`config.mk`:
```
export PLATFORM = sky130hd
export DESIGN_NAME = g729BasicOps
export DESIGN_NICKNAME = d
export VERILOG_FILES = /design/src/g729DataPkg.sv /design/src/g729BasicOps.sv
export VERILOG_INCLUDE_DIRS = /design/src /design/src/src
export SDC_FILE = /design/constraint.sdc
export NUM_CORES = 1
export LEC_CHECK = 0
export BUFFER_PORTS_ARGS = -buffer_cell sky130_fd_sc_hd__buf_2
export CAP_MARGIN = 10
export CORE_MARGIN = 5
export CORE_UTILIZATION = 44
export DETAILED_ROUTE_END_ITERATION = 16
export GPL_ROUTABILITY_DRIVEN = 0
export PLACE_DENSITY = 0.83
export SLEW_MARGIN = 20
export SYNTH_ARGS = -nofsm -noshare
export SYNTH_HDL_FRONTEND = slang
export SYNTH_SLANG_ARGS = --single-unit
```
`constraint.sdc`:
```
create_clock -name vclk -period 2.8
set_clock_uncertainty 0.05 [all_clocks]
set_input_delay 0.42 -clock vclk [all_inputs]
set_output_delay 0.42 -clock vclk [all_outputs]
set_load 0.05 [all_outputs]
```
`src/g729Gain_config.svh`:
```
`ifndef G729_GAIN_CONFIG_SVH
`define G729_GAIN_CONFIG_SVH

// scratch memory geometry shared by the encoder blocks

// word address into the scratch RAM
`define G729_ADDR_WIDTH 12

// one long word as stored in scratch
`define G729_DATA_WIDTH 32

// full 12-bit address space
`define G729_MEM_DEPTH 4096

`endif

```
`src/g729DataPkg.sv`:
```
package g729DataPkg;

	`include "g729Gain_config.svh"

	////////////////////////////////////////////////////////////////////////////
	// data words and addresses
	////////////////////////////////////////////////////////////////////////////

	// word index into scratch memory
	typedef logic [`G729_ADDR_WIDTH-1:0] scratchAddr_t;

	// Q-format short value
	typedef logic [15:0] word16_t;

	// long value as held in memory
	typedef logic [`G729_DATA_WIDTH-1:0] word32_t;

	////////////////////////////////////////////////////////////////////////////
	// memory write request
	////////////////////////////////////////////////////////////////////////////

	// en qualifies the whole request
	typedef struct packed
	{
		scratchAddr_t addr;
		word32_t data;
		logic en;
	} memWrite_t;

endpackage

```
`src/g729BasicOps.sv`:
```
module g729BasicOps
(
	input g729DataPkg::word16_t addA,
	input g729DataPkg::word16_t addB,
	output g729DataPkg::word16_t addSum,
	input g729DataPkg::word32_t negIn,
	output g729DataPkg::word32_t negOut
);

	import g729DataPkg::*;

	// extreme values of the basic-op formats
	localparam word16_t MAX16 = 16'h7fff;
	localparam word16_t MIN16 = 16'h8000;
	localparam word32_t MAX32 = 32'h7fffffff;
	localparam word32_t MIN32 = 32'h80000000;

	// one extra bit to see overflow
	logic [16:0] wideSum;
	logic overflow;

	////////////////////////////////////////////////////////////////////////////
	// add with saturation
	////////////////////////////////////////////////////////////////////////////

	// sign extend both operands
	assign wideSum = {addA[15], addA} + {addB[15], addB};

	// top two bits disagree on signed overflow
	assign overflow = wideSum[16] ^ wideSum[15];

	always_comb
	begin
		if (!overflow)
			addSum = wideSum[15:0];
		else if (wideSum[16])
			// negative overflow
			addSum = MIN16;
		else
			addSum = MAX16;
	end

	////////////////////////////////////////////////////////////////////////////
	// long negate
	////////////////////////////////////////////////////////////////////////////

	always_comb
	begin
		// most negative has no positive twin
		if (negIn == MIN32)
			negOut = MAX32;
		else
			negOut = ~negIn + word32_t'(1);
	end

endmodule

```
==> results of run 1 <==
[cells in the mapped netlist, types with 2 or more instances]
cell | instances | area share (%)
nand2_1 | 42 | 9.7
xor2_1 | 23 | 12
a21oi_1 | 18 | 5.6
ha_1 | 17 | 13
nor2_1 | 16 | 3.7
o21ai_0 | 13 | 4.0
xnor2_1 | 12 | 6.5
inv_1 | 11 | 2.5
nor3_1 | 10 | 3.1
a21o_1 | 8 | 3.7
nand2b_1 | 5 | 1.9
nor4_1 | 5 | 1.9
a31oi_1 | 4 | 1.5
nand3_1 | 4 | 1.2
nand3b_1 | 4 | 1.9
and3_1 | 3 | 1.2
buf_2 | 3 | 0.93
maj3_1 | 3 | 1.9
nand4_1 | 3 | 1.2
nor4b_1 | 3 | 1.6
or4_1 | 3 | 1.4
a211o_1 | 2 | 1.1
and2_1 | 2 | 0.77
buf_4 | 2 | 0.93
nand2_2 | 2 | 0.77
nor2b_1 | 2 | 0.77
o211ai_1 | 2 | 0.93
o31a_1 | 2 | 1.1
[stage by stage]
stage               TNS, ns  std cells  cell area (sq um)  util [%]  setup slack [ns]
global placement     -3.043        444               2753     76.34           -0.2360
floorplan           -0.6004        243               1798         -           -0.1145
detailed placement   -4.187        444               2753     76.34           -0.2994
CTS                 -0.9846        452               3107     86.16          -0.09537
[repair_timing]
item,in CTS
setup buffers,6
pin swaps,16
cloned,2
setup endpoints to repair,27
resized for setup,62
[cells by family after synthesis]
| family | after synthesis | share of synthesized area (%) |
|---|---|---|
| multiplexers | 1 | 0.6173 |
| XOR/XNOR | 35 | 18.90 |
| adder cells (fa/ha/maj) | 21 | 16.20 |
| AND/OR/NAND/NOR | 111 | 36.34 |
| AO/OA/AOI/OAI | 59 | 23.53 |
| buffers and inverters | 16 | 4.398 |
==> metrics.txt, run 1 <==
Mapped Cells=243; Post-Synthesis Mean Instance Area=6.673 sq um; Starting Density=44.97%; YS warnings=0; Log Error=[ERROR DPL-0033] detailed placement checks failed during check placement.; Worst-path end type=top-level output; antenna violations before repair=0; Net Count, Synth=325; hpwl dp=5558 um; Row Count=22; number of buffers inserted by port buffering=112; Worst EP post-GRT repair=addSum[6]; maximum number of pins on one net before global-route repair=17; Cell Area, Synth=0.001622 sq mm; post-synthesis cell type count=47; I/O pin count=112; Fail Step=global routing (5_1_grt); die width=70.71 um; Die Y=70.71 um; outcome=stopped before the end; Seq/Total Area, Yosys=0%; CTS Hold Bufs=0
==> run 2: changes to the inputs <==
- CORE_UTILIZATION: 44 -> 35
- PLACE_DENSITY: 0.83 -> not set
- PLACE_DENSITY_LB_ADDON: not set -> 0.15
==> metrics.txt, run 2 <==
outcome=finished, violations left (was stopped before the end); failing checks=setup timing; routed len/inst=15.64 um; die width=78.07 um (was 70.71 um); critical path arrival=2.43 ns; hold crit path type=input port to primary output; combinational fraction of design power=100.0%; Layout area overhead=118.4%; switching pwr=698.6 uW; RSZ-0062 raised after global routing=yes; Post-Route Utilization=80.24%; Starting Density=36.73% (was 44.97%); pre-CTS WS=-0.2358 ns (was -0.2994 ns); cell mode on critical path=buf_8; Critical Path RT=2.33 ns; startpoint types=input port; YS warnings=0 (unchanged); number of buffers inserted by port buffering=112 (unchanged); maximum vdd drop=0.0003815 V; Commonest cells post-synth=nand2_1, xor2_1, a21oi_1, ha_1, nor2_1 (unchanged); top cell type's share of synthesized area=13.12% (unchanged); final WL=7210 um; drt first pass iters=4; Cell Area, Synth=0.001622 sq mm (unchanged); Max transition margin=73.93%; I/O pin count=112 (unchanged); Clock Power Share=0%; final instance area=0.003542 sq mm; CTS Hold Bufs=0 (unchanged); final hold violation count=0; post-synthesis cell type count=47 (unchanged); Net Count, Synth=325 (unchanged); first-pass GRT wire length=10,310 um; post-synth top area cell=ha_1 (unchanged); antenna violations before repair=0; fin crit period=2.897 ns; final worst slack=-0.09750 ns; Die Y=78.07 um (was 70.71 um); commonest cells after routing, fill and taps aside=buf_2, buf_4, buf_6; placed insts=450 (was 444); maximum number of pins on one net before global-route repair=28; Reg power frac=0%; Row Count=24 (was 22); hpwl dp=4919 um (was 5558 um); share of cells above drive strength 1=58.44%; Die ar.=0.006094 sq mm; worst path cell trace=buf_8 -> ha_4 -> inv_2 -> fa_2 -> nor2b_4 -> o2111ai_2 -> a31oi_2 -> o31a_1 -> buf_4 -> nand3_4 -> buf_12 -> a21oi_4 -> buf_8; Switching Fraction=57.33%; final worst-path cycle share=103.5%; Post-Synthesis Mean Instance Area=6.673 sq um (unchanged); Seq/Total Area, Yosys=0% (unchanged); Mapped Cells=243 (unchanged); leakage power=1.727 nW; WP buf/inv=5; synth top area cells=ha_1, xor2_1, nand2_1, xnor2_1, a21oi_1 (unchanged); pwr dens=344.0 mW/mm^2; DR iter-0 viols=105; max-cap violations=0; slowest CP cell=fa_2; DRC Markers=0; Routed Antenna Nets=0; Int Pwr=519.9 uW; core area=0.004414 sq mm; Max Clk Rate=345.1 MHz; CP max stage delay=0.35 ns; post-route insts no fill=461; Final Max Tran Viols=0; Slew @ Worst Pin=0.3894 ns; most common cell in the netlist=nand2_1 (unchanged); Post-DP Area=0.002773 sq mm (was 0.002753 sq mm); final setup TNS=-0.8211 ns; WS Path Type=input port to primary output; total gr overflow=0; Via density=5.349; clk_buf instances=0; vias post-DR=2,466; most common cell after layout, fill and taps aside=buf_2; # diodes=0; multi-input logic area=0.001983 sq mm; Worst Setup End Kind=primary output; delay-heaviest family, CP=compound AO/OA/AOI/OAI gates; seq_cells=0; final setup vio count=15; All-Layer GR Usage=19.36%; # fillers=270; Seq. cell area=0 sq um; Final #Nets=493; vias in the first global route=2,411; CP max FO=6
## run 2: repair_timing
| item | in CTS | in global routing |
|---|---|---|
| cloned | 2 | 3 |
| endpoints found under the setup margin | 44 | 45 |
| resized for setup | 91 | 64 |
| buffers inserted | 4 | 2 |
| pin swaps | 17 | 11 |
## run 2: cell families (layout without fill, tap and decap cells)
logic type               count (synthesis)  after routing  synth area share (%)
AO/OA/AOI/OAI                           59             59                 23.53
adder cells (fa/ha/maj)                 21             21                 16.20
XOR/XNOR                                35             35                 18.90
multiplexers                             1              1                0.6173
AND/OR/NAND/NOR                        111            111                 36.34
buffers and inverters                   16            182                 4.398
## run 2: metal layers
layer | up-vias | global-route usage, % | wire length (um)
met5 | - | 0 | 0
met2 | 94 | 37.50 | 3918
met4 | 0 | 3.209 | 99
li1 | 1215 | - | -
met3 | 10 | 2.174 | 489
met1 | 1147 | 22.81 | 2703
## run 2: worst min-delay path, cell delays in order
cell	delay, ns
buf_2	0.11
xor2_1	0.07
nand2_2	0.06
buf_6	0.15
## run 2: area by class of cell
class	count	area share, %
well taps	52	1.837
repair buffers	171	41.01
multi-input cells	227	55.99
inverters	11	1.166
## run 2: path summary, 6_finish.rpt
check | to | cells after the start | from | slack (ns)
worst min-delay path | negOut[3] | 4 | negIn[3] | 1.18
worst max-delay path | addSum[5] | 13 | addB[0] | -0.1
## run 2: power groups by stage
stage	Clock, mW	Sequential [mW]	Combinational [mW]
finish	0	0	1.22
CTS	0	0	1.16
detailed placement	0	0	0.953
global placement	0	0	0.944
floorplan	0	0	0.678
global route	0	0	1.28
## run 2: metrics by stage
| step | total power, mW | hold WS [ns] |
|---|---|---|
| final | 1.218 | 1.182 |
| after global routing | 1.284 | 1.204 |
| after CTS | 1.164 | 1.173 |
| after detailed placement | 0.9533 | 1.175 |
| after global placement | 0.9440 | 1.168 |
| after floorplan | 0.6777 | 0.9347 |
(Power assumes the default switching activity.)
