`src/g729Gain_config.svh`:
```
`ifndef G729_GAIN_CONFIG_SVH
`define G729_GAIN_CONFIG_SVH

// scratch memory geometry shared by the encoder blocks

// word address into the scratch RAM
`define G729_ADDR_WIDTH 12

// one long word as stored in scratch
`define G729_DATA_WIDTH 32

// full 12-bit address space
`define G729_MEM_DEPTH 4096

`endif

```
`src/g729DataPkg.sv`:
```
package g729DataPkg;

	`include "g729Gain_config.svh"

	////////////////////////////////////////////////////////////////////////////
	// data words and addresses
	////////////////////////////////////////////////////////////////////////////

	// word index into scratch memory
	typedef logic [`G729_ADDR_WIDTH-1:0] scratchAddr_t;

	// Q-format short value
	typedef logic [15:0] word16_t;

	// long value as held in memory
	typedef logic [`G729_DATA_WIDTH-1:0] word32_t;

	////////////////////////////////////////////////////////////////////////////
	// memory write request
	////////////////////////////////////////////////////////////////////////////

	// en qualifies the whole request
	typedef struct packed
	{
		scratchAddr_t addr;
		word32_t data;
		logic en;
	} memWrite_t;

endpackage

```
`src/g729CtrlPkg.sv`:
```
package g729CtrlPkg;

	////////////////////////////////////////////////////////////////////////////
	// command from the top level FSM
	////////////////////////////////////////////////////////////////////////////

	// base of g_coeff, g_coeff_cs and exp_g_coeff_cs
	typedef struct packed
	{
		g729DataPkg::scratchAddr_t coeffBase;
		g729DataPkg::scratchAddr_t copyBase;
		g729DataPkg::scratchAddr_t expBase;
	} gainCommand_t;

	////////////////////////////////////////////////////////////////////////////
	// sequencer states
	////////////////////////////////////////////////////////////////////////////

	// one state per clock after leaving IDLE
	typedef enum logic [2:0]
	{
		IDLE,
		COPY,
		NEG_FIRST,
		NEG_SECOND,
		ADDR_EXP,
		FETCH_LAST,
		NEG_SUM,
		FINISH
	} seqState_t;

endpackage

```
`src/gainCoeffSequencer.sv`:
```
module gainCoeffSequencer
(
	input logic clock,
	input logic reset,
	input logic cmdValid,
	input g729CtrlPkg::gainCommand_t cmdReg,
	output g729DataPkg::word16_t addA,
	output g729DataPkg::word16_t addB,
	input g729DataPkg::word16_t addSum,
	output g729DataPkg::word32_t negIn,
	input g729DataPkg::word32_t negOut,
	output g729DataPkg::scratchAddr_t seqReadAddr,
	input g729DataPkg::word32_t seqReadData,
	output g729DataPkg::memWrite_t seqWrite,
	output logic done,
	output logic finished
);

	import g729DataPkg::*;
	import g729CtrlPkg::*;

	seqState_t state;
	seqState_t nextState;

	// exp_g_coeff_cs[1] kept across the fetch
	scratchAddr_t expHold;

	// neighbour addresses of the bases
	scratchAddr_t coeffPlus1;
	scratchAddr_t coeffPlus2;
	scratchAddr_t coeffPlus3;
	scratchAddr_t copyPlus1;
	scratchAddr_t expPlus1;

	// plain increments that wrap at the top of scratch
	assign coeffPlus1 = cmdReg.coeffBase + scratchAddr_t'(1);
	assign coeffPlus2 = cmdReg.coeffBase + scratchAddr_t'(2);
	assign coeffPlus3 = cmdReg.coeffBase + scratchAddr_t'(3);
	assign copyPlus1 = cmdReg.copyBase + scratchAddr_t'(1);
	assign expPlus1 = cmdReg.expBase + scratchAddr_t'(1);

	////////////////////////////////////////////////////////////////////////////
	// state register
	////////////////////////////////////////////////////////////////////////////

	always_ff @(posedge clock)
	begin
		if (reset)
			state <= IDLE;
		else
			state <= nextState;
	end

	// E+1 latched on the way through ADDR_EXP
	always_ff @(posedge clock)
	begin
		if (state == ADDR_EXP)
			expHold <= expPlus1;
	end

	////////////////////////////////////////////////////////////////////////////
	// next state
	////////////////////////////////////////////////////////////////////////////

	always_comb
	begin
		nextState = state;
		case (state)
			IDLE:
				if (cmdValid)
					nextState = COPY;
			COPY: nextState = NEG_FIRST;
			NEG_FIRST: nextState = NEG_SECOND;
			NEG_SECOND: nextState = ADDR_EXP;
			ADDR_EXP: nextState = FETCH_LAST;
			FETCH_LAST: nextState = NEG_SUM;
			NEG_SUM: nextState = FINISH;
			FINISH: nextState = IDLE;
			default: nextState = IDLE;
		endcase
	end

	////////////////////////////////////////////////////////////////////////////
	// datapath control
	////////////////////////////////////////////////////////////////////////////

	always_comb
	begin
		addA = '0;
		addB = '0;
		negIn = '0;
		seqReadAddr = '0;
		seqWrite = '0;
		case (state)
			// g_coeff[0] fetched while waiting
			IDLE:
				seqReadAddr = cmdReg.coeffBase;
			// g_coeff_cs[0] = g_coeff[0]
			COPY:
			begin
				seqWrite.addr = cmdReg.copyBase;
				seqWrite.data = seqReadData;
				seqWrite.en = 1'b1;
				seqReadAddr = coeffPlus1;
			end
			// exp_g_coeff_cs[0] = negate(g_coeff[1])
			NEG_FIRST:
			begin
				negIn = seqReadData;
				seqWrite.addr = cmdReg.expBase;
				seqWrite.data = negOut;
				seqWrite.en = 1'b1;
				seqReadAddr = coeffPlus2;
			end
			// g_coeff_cs[1] = negate(g_coeff[2])
			NEG_SECOND:
			begin
				negIn = seqReadData;
				seqWrite.addr = copyPlus1;
				seqWrite.data = negOut;
				seqWrite.en = 1'b1;
			end
			// g_coeff[3] fetched
			FETCH_LAST:
				seqReadAddr = coeffPlus3;
			// exp_g_coeff_cs[1] = negate(add(g_coeff[3], 1))
			NEG_SUM:
			begin
				addA = seqReadData[15:0];
				addB = word16_t'(1);
				negIn = {{16{addSum[15]}}, addSum};
				seqWrite.addr = expHold;
				seqWrite.data = negOut;
				seqWrite.en = 1'b1;
			end
			default:
			begin
				// ADDR_EXP and FINISH drive nothing here
			end
		endcase
	end

	// handshake back to the latch and the caller
	assign done = (state == FINISH);
	assign finished = (state == FINISH);

	////////////////////////////////////////////////////////////////////////////
	// checks
	////////////////////////////////////////////////////////////////////////////

	// a command in the middle of a run would be lost
	cmdWhileIdle: assert property (@(posedge clock) disable iff (reset)
		cmdValid |-> state == IDLE)
		else $error("cmdValid arrived while the sequencer was still running");

endmodule

```
`config.mk`:
```
export PLATFORM = sky130hd
export DESIGN_NAME = gainCoeffSequencer
export DESIGN_NICKNAME = d
export VERILOG_FILES = /design/src/g729DataPkg.sv /design/src/g729CtrlPkg.sv /design/src/gainCoeffSequencer.sv
export VERILOG_INCLUDE_DIRS = /design/src /design/src/src
export SDC_FILE = /design/constraint.sdc
export NUM_CORES = 1
export LEC_CHECK = 0
export ABC_AREA = 1
export BUFFER_PORTS_ARGS = -buffer_cell sky130_fd_sc_hd__buf_2
export CAP_MARGIN = 20
export CORE_UTILIZATION = 35
export DETAILED_ROUTE_END_ITERATION = 16
export PLACE_DENSITY_LB_ADDON = 0.1
export REMOVE_ABC_BUFFERS = 1
export SYNTH_ARGS = -nofsm -noshare
export SYNTH_HDL_FRONTEND = slang
export SYNTH_SLANG_ARGS = --single-unit
```
`constraint.sdc`:
```
create_clock -name clock -period 7.6 [get_ports clock]
set_input_delay 1.9 -clock clock [delete_from_list [all_inputs] [get_ports clock]]
set_output_delay 1.9 -clock clock [all_outputs]
set_load 0.01 [all_outputs]
```
### Yosys cells after proc, flatten, opt, wreduce, memory -nomap -nowiden

Cells that the tools add are included.

| storage, ports and cells | value |
|---|---|
| bits in registers | 15 |
| output and inout bits | 123 |

| cells by class | value |
|---|---|
| reductions and logical operators | 2 |
| eq/ne operators | 8 |
| multiplexer cells | 7 |
| $add $sub $neg | 5 |

Operators by type and width:

| cell | number |
|---|---|
| case mux 45 bit (4 select lines) | 1 |
| case mux 32 bit (2 select lines) | 1 |
| case mux 12 bit (4 select lines) | 1 |
| adder 12 x 1 -> 12 bit (second input constant) | 3 |
| adder 12 x 2 -> 12 bit (second input constant) | 2 |
| case mux 3 bit (8 select lines) | 1 |
| two-way mux 16 bit | 1 |
| == test 3 bit (second input constant) | 4 |
| == test 3 x 2 -> 1 bit (second input constant) | 2 |
| == test 3 x 1 -> 1 bit (second input constant) | 1 |
| logical NOT 3 bit | 1 |
| two-way mux 3 bit | 1 |
| inequality test 2 bit (second input constant) | 1 |
| OR reduction 2 bit | 1 |
| two-way mux 1 bit | 1 |

### Logic depth before layout (Yosys ltp)

| depth | value |
|---|---|
| word-level depth | 3 |
| depth in mapped cells | 11 |
| depth with buffers taken out | 9 |

### Least setup slack after synthesis

Ideal clock, no wire load.

| timing path | value |
|---|---|
| path kind | in2out |
| start point | input port cmdReg[24] in the netlist's numbering |
| end point | output port seqReadAddr[4] |
| setup slack | 2.748 ns |
| data arrival time | 2.952 ns |
| stages | 6 |
| path buffers | 0 |
| path through | fa_1 -> nand3_1 -> inv_1 -> or2_2 -> nand3_1 -> nand3_1 |

| on the way | value |
|---|---|
| word-level cells in the longest chain between the ends | 2 |
| elaborated cells on any way between the ends | 4 |
| classes of those cells | add/sub: 3; mux: 1 |

Ends and longest elaborated chain:

| what | RTL line | source |
|---|---|---|
| start: declaration | gainCoeffSequencer.sv:6 | `input g729CtrlPkg::gainCommand_t cmdReg,` |
| adder 12 x 2 -> 12 bit (tied with other cells) | gainCoeffSequencer.sv:38 | `assign coeffPlus3 = cmdReg.coeffBase + scratchAddr_t'(3);` |
| case mux 12 bit (4 select lines) (*) | gainCoeffSequencer.sv:94 | `case (state)` |
| end: declaration | gainCoeffSequencer.sv:12 | `output g729DataPkg::scratchAddr_t seqReadAddr,` |

Every way passes the cells marked *; elsewhere a longest branch is shown, timed or not.

### Worst setup path after layout

Ends and elaborated chain as after synthesis.

==> impl_metrics.json <==
{
  "syn_area_um2": 2910,
  "leakagePower_nw": 2.41,
  "clock-sinks": 15,
  "layout.nets": 843,
  "cts_tree": "built",
  "fp.dieArea_um2": 8680,
  "drc": 0,
  "r2r_setup_slack_ns": 5.95,
  "crit_arrival_ns": 3.29,
  "finalSetupTns_ns": 0,
  "yosysUniqueCellTypes": 34,
  "drt_pre_antenna_iters": 5,
  "crit_path_end_kind": "output port",
  "grt_antenna_before_repair": 1,
  "grt_pass1_wl_um": 17600,
  "synth-seq-cells": 15,
  "core-area_um2": 7890,
  "antenna_left": 0,
  "fp.dieH_um": 93.2,
  "async_reset_ff_share_pct": 0,
  "vias_per_cell": 5.00,
  "synth_edf_count": 12,
  "drive_above_1_share_pct": 36.8,
  "grt_overflow": 0,
  "synth_area_leaders": "nand3_1 (15%), nand2_1 (13%), edfxtp_1 (12%)",
  "start_util_pct": 36.9,
  "portBuffers": 226,
  "syn_inst": 510,
  "yosys_warnings": 0,
  "track_usage_pct": 25.6,
  "detail_route.iter0.violations": 210,
  "ios": 242,
  "grt_max_degree": 40,
  "hpwl_um": 9420,
  "avgSynthCellArea_um2": 5.70,
  "critical_path_required_ns": 5.70,
  "num_vias": 4107,
  "clk_pin_slew_ns": 0.07,
  "cts_resized": 0,
  "maxCapViolCount": 0,
  "drt-total-wl_um": 11800,
  "switchingPower_mw": 0.205,
  "clockBufferDepth": 2,
  "maxSlewHeadroom_pct": 39.8,
  "combPwrFrac_pct": 61.3,
  "status": "finished clean",
  "setup_violations": 0,
  "synth_flop_cell": "edfxtp_1",
  "clockPowerShare_pct": 15.0,
  "cts_setup_buffers": 0,
  "ctsHoldBuffers": 0,
  "path_class": "in -> out",
  "sequentialPowerShare_pct": 23.7,
  "post_drt_wl_per_cell_um": 14.3,
  "cp_max_fo": 4,
  "cp-start-kind": "input pin",
  "switching_share_pct": 46.4,
  "min_path_type": "reg -> reg",
  "synth.top_cell.area_share_pct": 14.6,
  "clock_latency_ns": 0.25,
  "place_congestion": 0.912,
  "yosys-top-cells-count": "nand2_1 (102), nand3_1 (85), inv_1 (72), o21ai_0 (47), nor2_1 (45)",
  "fin_crit_sh_pct": 68.3,
  "fin_total_pwr_mw": 0.442,
  "grt_setup_unrepaired": "no",
  "yosysMostFrequentCell": "nand2_1",
  "die_w_um": 93.2,
  "hold_violations": 0,
  "cts_inserted_buffers": 3,
  "min_period_ns": 5.19,
  "grt_pass1_vias": 3538,
  "worst_pin_slew_ns": 0.903,
  "htreeDepth": 1,
  "num_rows": 32,
  "slew_violations": 0,
  "clockRootBuffer": "clkbuf_8",
  "power_density_nw_per_um2": 109,
  "p_int_mw": 0.237,
  "area_growth_pct": 40.2,
  "ir_drop_uv": 65.1,
  "ys_seq_area_share_pct": 14.5,
  "fmax_mhz": 193,
  "synth_top_cell_by_area": "nand3_1",
  "skew_ns": 0.00431
}
-- final timing paths --
| path | cells after the start | endpoint | start |
|---|---|---|---|
| setup / recovery | 8 | seqReadAddr[4] | cmdReg[24] |
| hold / removal | 2 | state[2] | state[2] |
| setup reg to reg | 4 | expHold[8] | state[1] |
| hold reg to reg | 2 | state[2] | state[2] |
-- flip-flops by register name (all words and copies together), names as in the netlist --
register / count
expHold: 12
state: 3
-- area by class of cell --
class / count / area, um2
Fill cell: 858 / 3810
Clock inverter: 1 / 5.00
Sequential cell: 15 / 422
Clock buffer: 3 / 41.3
Inverter: 79 / 302
Timing Repair Buffer: 230 / 1210
Tap cell: 102 / 128
Antenna cell: 1 / 2.50
Multi-Input combinational cell: 390 / 1960
-- stage by stage --
step / cells / hold slack (ns) / setup slack [ns] / instance area [um2] / utilization (%)
global placement: 812 / 0.675 / 2.44 / 3950 / 50.0
global route: 820 / 0.757 / 2.32 / 4070 / 51.6
CTS: 818 / 0.692 / 2.42 / 4030 / 51.1
floorplan: 484 / 0.633 / 2.74 / 2690 / -
detailed placement: 814 / 0.682 / 2.43 / 3990 / 50.5
finish: 821 / 0.686 / 2.41 / 4080 / 51.7
-- cell families after synthesis --
kind of cell	count (synthesis)	share of synthesized area, %
AO/OA/AOI/OAI	104	20.0
buffers and inverters	119	19.8
other	1	0.129
adder cells (fa/ha/maj)	5	2.41
XOR/XNOR	10	3.01
AND/OR/NAND/NOR	256	40.2
flip-flops	15	14.5
-- critical path: stages --
cell	delay, ns
buf_2	0.13
fa_1	0.46
nand3_1	0.13
inv_1	0.08
or2_2	0.27
nand3_1	0.07
nand3_1	0.09
buf_2	0.15
-- cell usage in the layout, fill, tap and decap left out --
cell type,instances
ha_1,4
inv_1,72
nor3_1,6
fa_1,1
nor2_4,3
nor2_2,1
edfxtp_1,12
dfxtp_2,1
xnor2_1,1
o21ai_0,47
xor2_1,9
conb_1,15
o21ai_1,24
buf_8,1
diode_2,1
clkbuf_8,3
o211ai_1,3
buf_16,2
a22oi_1,2
nand3_2,2
inv_4,2
nand2_4,2
clkinv_2,1
nor2_8,1
nor2_1,45
buf_2,226
buf_6,1
a21oi_1,12
dfxtp_1,2
nor3_2,1
o22ai_1,5
nand2_1,102
nand4_1,6
inv_2,5
nand3_1,85
o2111ai_1,1
o21ai_2,10
or2_2,2
-- per-layer routing --
metal | track usage, % | up-vias | share of wire [%]
li1 | - | 2059 | -
met1 | 33.0 | 1845 | 42
met2 | 44.9 | 191 | 49
met3 | 3.01 | 12 | 7.4
met4 | 6.67 | 0 | 1.4
met5 | 0 | - | 0
-- power groups by stage --
stage,combinational [mW],clock (mW),sequential (mW)
2_1_floorplan,0.139,0,0.103
3_3_place_gp,0.260,0,0.106
3_5_place_dp,0.267,0,0.107
4_1_cts,0.268,0.0685,0.105
5_1_grt,0.299,0.0712,0.106
6_report,0.271,0.0663,0.105
Power figures use the tool's default switching activity.
