<file path="config.mk">
export PLATFORM = sky130hd
export DESIGN_NAME = gainCommandLatch
export DESIGN_NICKNAME = d
export VERILOG_FILES = /design/src/g729DataPkg.sv /design/src/g729CtrlPkg.sv /design/src/gainCommandLatch.sv
export VERILOG_INCLUDE_DIRS = /design/src /design/src/src
export SDC_FILE = /design/constraint.sdc
export NUM_CORES = 1
export LEC_CHECK = 0
export ABC_AREA = 1
export ABC_CLOCK_PERIOD_IN_PS = 6300
export BUFFER_PORTS_ARGS = -buffer_cell sky130_fd_sc_hd__buf_2
export CORE_MARGIN = 3
export CORE_UTILIZATION = 43
export DETAILED_ROUTE_END_ITERATION = 8
export PLACE_DENSITY = 0.82
export SLEW_MARGIN = 10
export SYNTH_ARGS = -nofsm -noshare
export SYNTH_HDL_FRONTEND = slang
export SYNTH_SLANG_ARGS = --single-unit
</file>
<file path="constraint.sdc">
create_clock -name clock -period 6.3 [get_ports clock]
set_input_delay 0.63 -clock clock [delete_from_list [all_inputs] [get_ports clock]]
set_output_delay 0.63 -clock clock [all_outputs]
set_load 0.01 [all_outputs]
</file>
<file path="src/g729Gain_config.svh">
`ifndef G729_GAIN_CONFIG_SVH
`define G729_GAIN_CONFIG_SVH

// scratch memory geometry shared by the encoder blocks

// word address into the scratch RAM
`define G729_ADDR_WIDTH 12

// one long word as stored in scratch
`define G729_DATA_WIDTH 32

// full 12-bit address space
`define G729_MEM_DEPTH 4096

`endif

</file>
<file path="src/g729DataPkg.sv">
package g729DataPkg;

	`include "g729Gain_config.svh"

	////////////////////////////////////////////////////////////////////////////
	// data words and addresses
	////////////////////////////////////////////////////////////////////////////

	// word index into scratch memory
	typedef logic [`G729_ADDR_WIDTH-1:0] scratchAddr_t;

	// Q-format short value
	typedef logic [15:0] word16_t;

	// long value as held in memory
	typedef logic [`G729_DATA_WIDTH-1:0] word32_t;

	////////////////////////////////////////////////////////////////////////////
	// memory write request
	////////////////////////////////////////////////////////////////////////////

	// en qualifies the whole request
	typedef struct packed
	{
		scratchAddr_t addr;
		word32_t data;
		logic en;
	} memWrite_t;

endpackage

</file>
<file path="src/g729CtrlPkg.sv">
package g729CtrlPkg;

	////////////////////////////////////////////////////////////////////////////
	// command from the top level FSM
	////////////////////////////////////////////////////////////////////////////

	// base of g_coeff, g_coeff_cs and exp_g_coeff_cs
	typedef struct packed
	{
		g729DataPkg::scratchAddr_t coeffBase;
		g729DataPkg::scratchAddr_t copyBase;
		g729DataPkg::scratchAddr_t expBase;
	} gainCommand_t;

	////////////////////////////////////////////////////////////////////////////
	// sequencer states
	////////////////////////////////////////////////////////////////////////////

	// one state per clock after leaving IDLE
	typedef enum logic [2:0]
	{
		IDLE,
		COPY,
		NEG_FIRST,
		NEG_SECOND,
		ADDR_EXP,
		FETCH_LAST,
		NEG_SUM,
		FINISH
	} seqState_t;

endpackage

</file>
<file path="src/gainCommandLatch.sv">
module gainCommandLatch
(
	input logic clock,
	input logic reset,
	input logic start,
	input logic finished,
	input g729CtrlPkg::gainCommand_t command,
	output logic cmdValid,
	output logic busy,
	output g729CtrlPkg::gainCommand_t cmdReg
);

	// start only counts while idle
	logic accept;

	assign accept = start && !busy;

	////////////////////////////////////////////////////////////////////////////
	// busy flag and command strobe
	////////////////////////////////////////////////////////////////////////////

	always_ff @(posedge clock)
	begin
		if (reset)
		begin
			busy <= 1'b0;
			cmdValid <= 1'b0;
		end
		else
		begin
			// strobe lands one cycle after the start edge
			cmdValid <= accept;
			if (accept)
				busy <= 1'b1;
			else if (finished)
				busy <= 1'b0;
		end
	end

	// base addresses held for the whole run
	always_ff @(posedge clock)
	begin
		if (accept)
			cmdReg <= command;
	end

	////////////////////////////////////////////////////////////////////////////
	// checks
	////////////////////////////////////////////////////////////////////////////

	// finished only closes a command that has been running a while
	finishWhileBusy: assert property (@(posedge clock) disable iff (reset)
		finished |-> busy && $past(busy))
		else $error("finished arrived without a command in flight");

endmodule

</file>
* Word-level counts from Yosys, hierarchy flattened
Index checks and enable logic that the tools add are counted.
** Word-level totals
- Register bits :: 38
- Bits in writable memories :: 0
- Bits in read-only memories :: 0
- Word-level logic and storage cells :: 10
- Output and inout port bits :: 38
- Bits of input ports :: 40
- Memories :: 0
- Latch bits :: 0
** Operators by class
- Add/sub/neg operators :: 0
- Reductions and logical operators :: 3
- Multiplexer cells :: 2
- $mul :: 0
- Order comparisons :: 0
- Equal/unequal tests :: 0
- Divide/modulo/power cells :: 0
- Bitwise logic cells :: 0
- Shifts and indexed selects :: 0
** Operators by type and width (count)
- 2-to-1 mux 1 bit :: 2
- nonzero test 2 bit :: 1
- logical AND 1 bit :: 1
- zero test 1 bit :: 1

* Longest topological paths before layout
Gate-level depths: netlist of run 1.
- Depth in word-level cells :: 3
- Mapped depth :: 3

* Worst setup path after synthesis of run 1
No wires, ideal clock.
- Path type :: in2reg
- From :: input port start
- To :: register cmdReg[0] (netlist bit) (enable)
- Path buffers :: 0
- Stages :: 2
- Setup slack :: 3.684 ns
- Setup time :: 0.430 ns
- Data required time :: 5.870 ns
- Data arrival time :: 2.186 ns
- Path through :: inv_1 > nor2_1
** Between the ends
- Longest elaborated chain between the ends :: 1
** RTL lines
- from (decl) :: line gainCommandLatch.sv:5 : input logic start,
- logical AND 1 bit :: line gainCommandLatch.sv:16 : assign accept = start && !busy;
- named net accept :: line gainCommandLatch.sv:14 : logic accept;
- to (signal assigned) :: line gainCommandLatch.sv:44 : cmdReg <= command;
- to (decl) :: line gainCommandLatch.sv:10 : output g729CtrlPkg::gainCommand_t cmdReg
The timed path passes the listed nets, and every way through them passes these cells.
A chain may end at the register's enable or synchronous reset.

* Worst setup path after layout of run 1
- From :: register busy
- To :: output port busy
** RTL lines
- from (decl) :: line gainCommandLatch.sv:9 : output logic busy,
- from (signal assigned) :: line gainCommandLatch.sv:26 : busy <= 1'b0;
- from (signal assigned) :: line gainCommandLatch.sv:34 : busy <= 1'b1;
- from (signal assigned) :: line gainCommandLatch.sv:36 : busy <= 1'b0;
No word-level cell between the ends.

==> impl_metrics.csv, run 1 <==
group,metric,value,unit
routing,remaining_drc_errors,0,
sta,finalMaxSlewViolations,0,
worst_hold_path,min_path_type,"in2reg",
synthesis,netlist_top_cells_area,"edfxtp_1, dfxtp_1, inv_1",
synthesis,synth.distinct_cells,7,
sta,max-slew-margin-rel,37.91,%
critical_path,endpoint_kind,"output port",
clock_network,postCtsResizedCells,0,
critical_path,critical-path-slowest-cell,"dfxtp_1",
critical_path,slowest_delay,0.43,ns
synthesis,synthArstFlopShare,0,%
sta,hold_violations,0,
synthesis,synth_top_cell_by_area,"edfxtp_1",
place,dp_hpwl,1.560,mm
floorplan,rows,18,
synthesis,ys.flop_type,"edfxtp_1",
clock_network,root_buffer,"clkbuf_4",
global_routing,grt_pass1_vias,712,
routing,via_count,707,
synthesis,synth_area,0.001162,mm²
worst_hold_path,worstHoldStart,"command[21]",
critical_path,worst-path-max-fanout,4,
clock_network,cts_hold_buf,0,
power_and_ir_drop,ir_drop,0.0002415,V
critical_path,worstSetupStartpointType,"flop",
sta,fmax,0.6463,GHz
power_and_ir_drop,powerDensity,282.3,mW/mm²
clock_network,numCtsBuffers,5,
sta,rsz0062_at_grt,"false",
synthesis,yosysSeqAreaShare,96.45,%
floorplan,die_x,57.99,µm
critical_path,worstSetupPathType,"reg2out",
critical_path,critical_path.startpoint,"busy",
layout,diodes,0,
run,drv_cap,0,
synthesis,synth_top_area_share,93.00,%
layout,area_delta_synth_final,42.20,%
synthesis,synth.avg_cell_area,24.73,µm²
clock_network,cts_tree,"built",
sta,setup-tns-final,0,ns
layout,drive_gt1_share,65.15,%
floorplan,pin_count,78,
global_routing,antenna_found_initial,0,
synthesis,synth-seq-cells,38,
clock_network,htreeDepth,2,
global_routing,overflow,0,
critical_path,r2r_start,"busy",
layout,fin_nets,171,
routing,detail-route-antenna-nets,0,
clock_network,numClockSinks,38,
global_routing,grt_pass1_wl,3.174,mm
critical_path,crit_chain,"buf_2",
critical_path,worstPathArrival,0.92,ns
global_routing,grtUsageTotal,13.58,%
sta,tightest_slew,0.9292,ns
floorplan,start_util,46.08,%
clock_network,max-clock-path-buffers,2,
synthesis,synth_most_common_cell,"edfxtp_1",
sta,setup_viol,0,
routing,drtIter0Drc,25,
floorplan,die_h,57.99,µm
sta,holdWs,0.4691,ns
synthesis,synth_top_cells_by_count,"edfxtp_1, inv_1, dfxtp_1",
routing,wl_per_cell,12.73,µm
power_and_ir_drop,p_leak,0.0007423,µW
clock_network,path_clk_slew,0.10,ns
routing,vias_per_cell,4.364,
critical_path,worst_path_dominant_cell_family,"flip-flops",
synthesis,synth_warnings,0,
global_routing,grt_max_degree,37,
place,io_buffers,77,
routing,wirelength,2.063,mm
sta,final.min_clock_period,1.547,ns
sta,period_share,24.56,%
synthesis,syn-num-nets,87,
routing,drt_pass1_iterations,4,
clock_network,cts_setup_buffers,0,
synthesis,synth_edf_count,36,
power_and_ir_drop,power,466.7,µW
critical_path,cp.required,5.67,ns
clock_network,worstSkewPairLatency,0.33,ns
floorplan,die_area,0.003363,mm²
place,routabilityCongestion,0.6288,
floorplan,core,0.002522,mm²
run_status,status,"completed",
synthesis,syn_inst,47,
critical_path,cp_num_buf_inv,1,
sta,skew,0.004182,ns
metal layers:
metal / wire length, µm / global-route usage, % / up-vias
met1: 686 / 14.00 / 308
met5: 0 / 0 / -
met4: 19 / 7.616 / 0
met2: 992 / 19.19 / 53
li1: - / - / 344
met3: 365 / 11.14 / 2
power breakdown:
part	internal (µW)	switching [µW]	leakage (µW)
sequential	295	3.84	0.000362
combinational	19.0	23.8	0.000345
clock	54.1	70.5	0.0000353
total	369	98.2	0.000742
final timing paths:
path	end	slack [ns]	cells after the start
worst min register to register	busy	0.56	2
worst max register to register	cmdReg[12]	4.82	1
worst min-delay path	cmdReg[21]	0.47	1
worst max-delay path	busy	4.75	1
per-stage QoR:
stage	utilization, %	setup WS [ns]	std cells	area, µm²
final	65.53	4.753	162	1653
after floorplan	-	3.684	47	1162
after global routing	65.53	4.671	162	1653
after CTS	65.53	4.724	162	1653
after detailed placement	63.14	4.395	154	1593
after global placement	63.14	4.448	154	1593
cell type report:
cell class                      instances  area (µm²)
Sequential cell                        38        1121
Fill cell                             184       869.6
Timing Repair Buffer                   77       385.4
Clock buffer                            7       55.05
Tap cell                               30       37.54
Multi-Input combinational cell          4       30.03
Inverter                                5       18.77
Clock inverter                          1       5.005
placed cells by master (no fill, tap or decap), drive strengths merged:
cell	n
inv	5
clkbuf	7
dfxtp	2
nor2	1
nand3	2
clkinv	1
buf	77
edfxtp	36
nand2	1
state kept, by name, summed over array words and instances (netlist names):
register / flops
cmdReg: 36
cmdValid: 1
busy: 1
cells by family (layout without fill, tap and decap cells):
family / after synthesis / count (layout) / synth area share, %
and+or+nand+nor: 4 / 4 / 1.937
buffers and inverters: 5 / 90 / 1.615
DFF: 38 / 38 / 96.45
Note: power is estimated with default switching activity, not from simulation.
==> run 2: changes to the inputs <==
--- a/config.mk
+++ b/config.mk
@@ -7,12 +7,12 @@
 export NUM_CORES = 1
 export LEC_CHECK = 0
 export ABC_AREA = 1
-export ABC_CLOCK_PERIOD_IN_PS = 6300
+export ABC_CLOCK_PERIOD_IN_PS = 1300
 export BUFFER_PORTS_ARGS = -buffer_cell sky130_fd_sc_hd__buf_2
 export CORE_MARGIN = 3
-export CORE_UTILIZATION = 43
+export CORE_UTILIZATION = 36
 export DETAILED_ROUTE_END_ITERATION = 8
-export PLACE_DENSITY = 0.82
+export PLACE_DENSITY = 0.73
 export SLEW_MARGIN = 10
 export SYNTH_ARGS = -nofsm -noshare
 export SYNTH_HDL_FRONTEND = slang
==> constraint.sdc (replaced) <==
create_clock -name clock -period 1.3 [get_ports clock]
set_input_delay 0.13 -clock clock [delete_from_list [all_inputs] [get_ports clock]]
set_output_delay 0.13 -clock clock [all_outputs]
set_load 0.01 [all_outputs]
==> impl_metrics.csv, run 2 (synthesis gave the netlist of run 1 again) <==
group,metric,value,unit
run_status,status,"completed",
floorplan,pin_count,78,
critical_path,cp.required,1.17,ns
sta,final.min_clock_period,1.019,ns
place,dp_slack,0.3428,ns
critical_path,crit_chain,"buf_2",
global_routing,grtUsageTotal,15.89,%
sta,tightest_slew,0.1498,ns
global_routing,grt_pass1_wl,4.685,mm
critical_path,worstSetupPathType,"reg2out",
routing,drtIter0Drc,22,
layout,largestRegisters,"cmdReg (36), busy (1), cmdValid (1)",
place,routabilityCongestion,0.6668,
run,drv_cap,0,
clock_network,root_buffer,"clkbuf_4",
clock_network,numClockSinks,38,
routing,drt_pass1_iterations,4,
global_routing,grt_max_degree,21,
sta,hold_violations,0,
critical_path,worst-path-max-fanout,1,
critical_path,critical-path-slowest-cell,"edfxtp_1",
sta,setup-tns-final,0,ns
layout,fin_nets,209,
place,io_buffers,77,
sta,setup_viol,0,
critical_path,slowest_delay,0.40,ns
critical_path,cp_num_buf_inv,1,
layout,area_delta_synth_final,79.55,%
routing,vias_per_cell,4.156,
sta,rsz0062_at_grt,"false",
layout,final_cell_mix,"buf_2, edfxtp_1, dlygate4sd3_1",
place,placed_cell_area,0.001649,mm²
layout,mostFrequentLayoutCell,"buf_2",
sta,finalMaxSlewViolations,0,
layout,final_cell_count_no_fill,212,
routing,wirelength,2.813,mm
global_routing,antenna_found_initial,0,
floorplan,die_h,62.82,µm
floorplan,core,0.002924,mm²
sta,skew,0.007805,ns
clock_network,cts_hold_buf,36,
routing,via_count,881,
layout,utilization,71.37,%
power_and_ir_drop,p_leak,0.0009204,µW
layout,drive_gt1_share,52.94,%
floorplan,die_area,0.003946,mm²
clock_network,postCtsResizedCells,0,
critical_path,worst_path_dominant_cell_family,"flip-flops",
routing,wl_per_cell,13.27,µm
global_routing,grt_pass1_vias,993,
clock_network,max-clock-path-buffers,2,
power_and_ir_drop,powerDensity,1215,mW/mm²
worst_hold_path,min_path_type,"in2reg",
layout,seqCellArea,0.001122,mm²
clock_network,worstSkewPairLatency,0.34,ns
layout,n_fill_cell,194,
floorplan,rows,19,
sta,fmax,0.9811,GHz
clock_network,cts_setup_buffers,0,
global_routing,overflow,0,
routing,remaining_drc_errors,0,
clock_network,path_clk_slew,0.11,ns
routing,detail-route-antenna-nets,0,
critical_path,endpoint_kind,"output port",
critical_path,worstPathArrival,0.89,ns
layout,diodes,0,
layout,top_register,"cmdReg",
sta,fin_ws,0.2807,ns
clock_network,cts_tree,"built",
place,placedCellCount,168,
layout,multi_input_area,30.03,µm²
clock_network,numCtsBuffers,5,
layout,final_cell_area,0.002087,mm²
critical_path,worstSetupStartpointType,"flop",
clock_network,htreeDepth,2,
floorplan,start_util,39.75,%
floorplan,die_x,62.82,µm
layout,largest_reg_flops,36,
sta,period_share,78.40,%
sta,max-slew-margin-rel,89.99,%
power_and_ir_drop,ir_drop,0.0009810,V
## run 2: where the power goes
part / total [µW] / leakage, µW / internal [µW] / switching (µW)
Clock: 762 / 0.0000450 / 398 / 364
Sequential: 1450 / 0.000362 / 1430 / 20.9
Combinational: 321 / 0.000513 / 181 / 140
Total: 2530 / 0.000920 / 2010 / 525
## run 2: metrics by stage
stage / total power [µW] / hold WS [ns]
CTS: 2557 / 0.01770
global route: 2661 / 0.03602
detailed placement: 1714 / 0.3081
finish: 2535 / 0.06932
floorplan: 1558 / 0.2289
global placement: 1707 / 0.3067
## run 2: worst paths after layout
| kind | end | start | slack, ns | depth (start not counted) |
|---|---|---|---|---|
| hold / removal | cmdValid | start | 0.07 | 3 |
| setup / recovery | cmdReg[15] | cmdReg[15] | 0.28 | 1 |
| hold reg to reg | busy | busy | 0.55 | 2 |
| setup reg to reg | cmdReg[25] | busy | 0.32 | 2 |
## run 2: per-layer routing
| metal | global-route usage (%) | part of all wire [%] | up-vias | wire (µm) |
|---|---|---|---|---|
| met5 | 0 | 0 | - | 0 |
| met1 | 15.62 | 35 | 403 | 992 |
| met4 | 4.959 | 0.96 | 0 | 27 |
| li1 | - | - | 420 | - |
| met3 | 8.813 | 12 | 4 | 325 |
| met2 | 28.23 | 52 | 54 | 1467 |
## run 2: cell type report
| cell class | instances | share of cell area [%] |
|---|---|---|
| sequential | 38 | 53.78 |
| timing repair buffer | 115 | 37.65 |
| tap | 42 | 2.518 |
| clock inverter | 3 | 1.918 |
| clock buffer | 5 | 1.799 |
| multi-input combinational | 4 | 1.439 |
| inverter | 5 | 0.8993 |
==> run 3: changes to the inputs <==
--- a/config.mk
+++ b/config.mk
@@ -6,13 +6,13 @@
 export SDC_FILE = /design/constraint.sdc
 export NUM_CORES = 1
 export LEC_CHECK = 0
-export ABC_AREA = 1
-export ABC_CLOCK_PERIOD_IN_PS = 1300
+export ABC_AREA = 0
+export ABC_CLOCK_PERIOD_IN_PS = 1060
 export BUFFER_PORTS_ARGS = -buffer_cell sky130_fd_sc_hd__buf_2
 export CORE_MARGIN = 3
-export CORE_UTILIZATION = 36
+export CORE_UTILIZATION = 40
 export DETAILED_ROUTE_END_ITERATION = 8
-export PLACE_DENSITY = 0.73
+export PLACE_DENSITY = 0.78
 export SLEW_MARGIN = 10
 export SYNTH_ARGS = -nofsm -noshare
 export SYNTH_HDL_FRONTEND = slang
==> constraint.sdc (replaced) <==
create_clock -name clock -period 1.06 [get_ports clock]
set_input_delay 0.106 -clock clock [delete_from_list [all_inputs] [get_ports clock]]
set_output_delay 0.106 -clock clock [all_outputs]
set_load 0.01 [all_outputs]
==> impl_metrics.csv, run 3 <==
group,metric,value,unit
synthesis,synth-seq-cells,38,
floorplan,pin_count,78,
sta,finalMaxSlewViolations,0,
critical_path,cp_num_buf_inv,1,
floorplan,rows,18,
critical_path,worstSetupStartpointType,"flop",
synthesis,synthArstFlopShare,0,%
critical_path,worst-path-max-fanout,1,
synthesis,synth_top_cell_by_area,"edfxtp_1",
floorplan,die_h,59.50,µm
run,drv_cap,0,
sta,tightest_slew,0.2718,ns
critical_path,worst_path_dominant_cell_family,"flip-flops",
routing,via_count,885,
routing,drt_pass1_iterations,3,
clock_network,postCtsResizedCells,0,
layout,final_cell_mix,"buf_2, dlygate4sd3_1, edfxtp_1",
clock_network,root_buffer,"clkbuf_4",
clock_network,htreeDepth,2,
layout,largest_reg_flops,36,
synthesis,synth_top_cells_by_count,"edfxtp_1, dfxtp_1, nor2b_1, a211oi_1, nor2_1",
place,routabilityCongestion,0.6317,
clock_network,numClockSinks,38,
floorplan,die_x,59.50,µm
critical_path,endpoint_kind,"output port",
layout,fin_nets,206,
sta,fmax,0.9826,GHz
critical_path,slowest_delay,0.42,ns
layout,top_register,"cmdReg",
clock_network,numCtsBuffers,5,
power_and_ir_drop,switching_share,18.86,%
synthesis,synth_top_area_share,94.43,%
sta,rsz0062_at_grt,"false",
synthesis,synth_warnings,0,
clock_network,cts_hold_buf,38,
global_routing,antenna_found_initial,0,
power_and_ir_drop,p_sw,644.4,µW
layout,drive_gt1_share,53.29,%
power_and_ir_drop,power,3418,µW
layout,area_delta_synth_final,84.15,%
synthesis,synth_most_common_cell,"edfxtp_1",
critical_path,cp.required,0.95,ns
synthesis,yosysSeqAreaShare,97.92,%
sta,skew,0.007268,ns
critical_path,crit_chain,"buf_2",
layout,n_fill_cell,123,
place,io_buffers,77,
routing,detail-route-antenna-nets,0,
power_and_ir_drop,powerDensity,1621,mW/mm²
clock_network,path_clk_slew,0.11,ns
floorplan,die_area,0.003540,mm²
power_and_ir_drop,ir_drop,0.001477,V
power_and_ir_drop,p_leak,0.0009147,µW
synthesis,synth.distinct_cells,5,
sta,setup_viol,0,
synthesis,ys.flop_type,"edfxtp_1",
global_routing,grt_max_degree,20,
layout,diodes,0,
clock_network,worstSkewPairLatency,0.33,ns
power_and_ir_drop,seqPwrFrac,52.0,%
power_and_ir_drop,p_comb_share,11.5,%
sta,max-slew-margin-rel,81.77,%
layout,largestRegisters,"cmdReg (36), busy (1), cmdValid (1)",
clock_network,cts_setup_buffers,0,
clock_network,cts_tree,"built",
clock_network,max-clock-path-buffers,2,
synthesis,synth_edf_count,36,
synthesis,syn-num-nets,82,
critical_path,worstPathArrival,0.91,ns
power_and_ir_drop,p_int,2773,µW
global_routing,grt_pass1_wl,4.885,mm
run_status,status,"completed",
floorplan,core,0.002590,mm²
synthesis,synth.avg_cell_area,27.26,µm²
layout,utilization,81.40,%
global_routing,overflow,0,
sta,period_share,96.01,%
routing,drtIter0Drc,34,
worst_hold_path,min_path_type,"in2reg",
routing,remaining_drc_errors,0,
routing,vias_per_cell,4.492,
global_routing,grt_pass1_vias,980,
sta,final.min_clock_period,1.018,ns
sta,hold_violations,0,
routing,wl_per_cell,16.50,µm
routing,wirelength,3.251,mm
floorplan,start_util,44.20,%
synthesis,netlist_top_cells_area,"edfxtp_1, dfxtp_1, nor2b_1",
synthesis,synth_area,0.001145,mm²
power_and_ir_drop,p_clk_share,36.5,%
critical_path,worstSetupPathType,"reg2out",
layout,mostFrequentLayoutCell,"buf_2",
global_routing,grtUsageTotal,20.30,%
critical_path,critical-path-slowest-cell,"edfxtp_1",
synthesis,syn_inst,42,
[run 3: cell types whose count changed after synthesis]
cell / previous run / this run
nand3_1: 1 / 0
a211oi_1: 0 / 1
nor2b_1: 0 / 2
nand3_2: 1 / 0
inv_1: 5 / 0
nand2_1: 1 / 0
[run 3: stage by stage]
step | std cells | cell area (µm²) | TNS [ns] | hold slack [ns] | worst slack (ns)
6_report | 197 | 2108 | 0 | 0.1178 | 0.04225
5_1_grt | 197 | 2108 | 0 | 0.1020 | 0.004421
4_1_cts | 197 | 2108 | 0 | 0.01928 | 0.03687
3_5_place_dp | 151 | 1617 | 0 | 0.2795 | 0.08241
3_3_place_gp | 151 | 1617 | 0 | 0.2807 | 0.1005
2_1_floorplan | 42 | 1154 | -9.446 | 0.1713 | -0.2585
[run 3: cell type report]
cell class              instances  area [µm²]  area share, %
repair buffers                117       805.8          38.22
clock inverters                 2       60.06          2.849
well taps                      30       37.54          1.780
flip-flops and latches         38        1122          53.23
clock buffers                   6       51.30          2.433
multi-input cells               4       31.28          1.484
[run 3: worst reg2reg max path: stages (launching register included)]
cell	delay [ns]
dfxtp_2	0.37
nor2b_4	0.17
buf_12	0.18
[run 3: power groups by stage]
| stage | clock [µW] | sequential [µW] | combinational, µW |
|---|---|---|---|
| after CTS | 1280 | 1770 | 381 |
| final | 1250 | 1780 | 395 |
| after global placement | 0 | 1800 | 266 |
| after floorplan | 0 | 1860 | 36.4 |
| after detailed placement | 0 | 1810 | 275 |
| after global routing | 1340 | 1790 | 426 |
[run 3: kinds of logic (layout without fill, tap and decap cells)]
group                  count (synthesis)  in the layout  share of synthesized area [%]
AO/OA/AOI/OAI                          1              1                         0.6560
AND/OR/NAND/NOR                        3              3                          1.420
buffers and inverters                  0            125                              0
flip-flops                            38             38                          97.92
[run 3: layer usage]
metal | up-vias | global-route usage [%] | wire length (µm)
li1 | 415 | - | -
met1 | 407 | 20.91 | 1100
met2 | 57 | 35.10 | 1720
met3 | 6 | 11.11 | 378
met4 | 0 | 6.329 | 51
met5 | - | 0 | 0
[run 3: path summary, 6_finish.rpt]
| kind | from | slack, ns | cells after the start | end |
|---|---|---|---|---|
| max | cmdReg[25] | 0.04 | 1 | cmdReg[25] |
| min | start | 0.12 | 3 | busy |
| max reg2reg | busy | 0.05 | 2 | cmdReg[2] |
| min reg2reg | busy | 0.54 | 1 | busy |
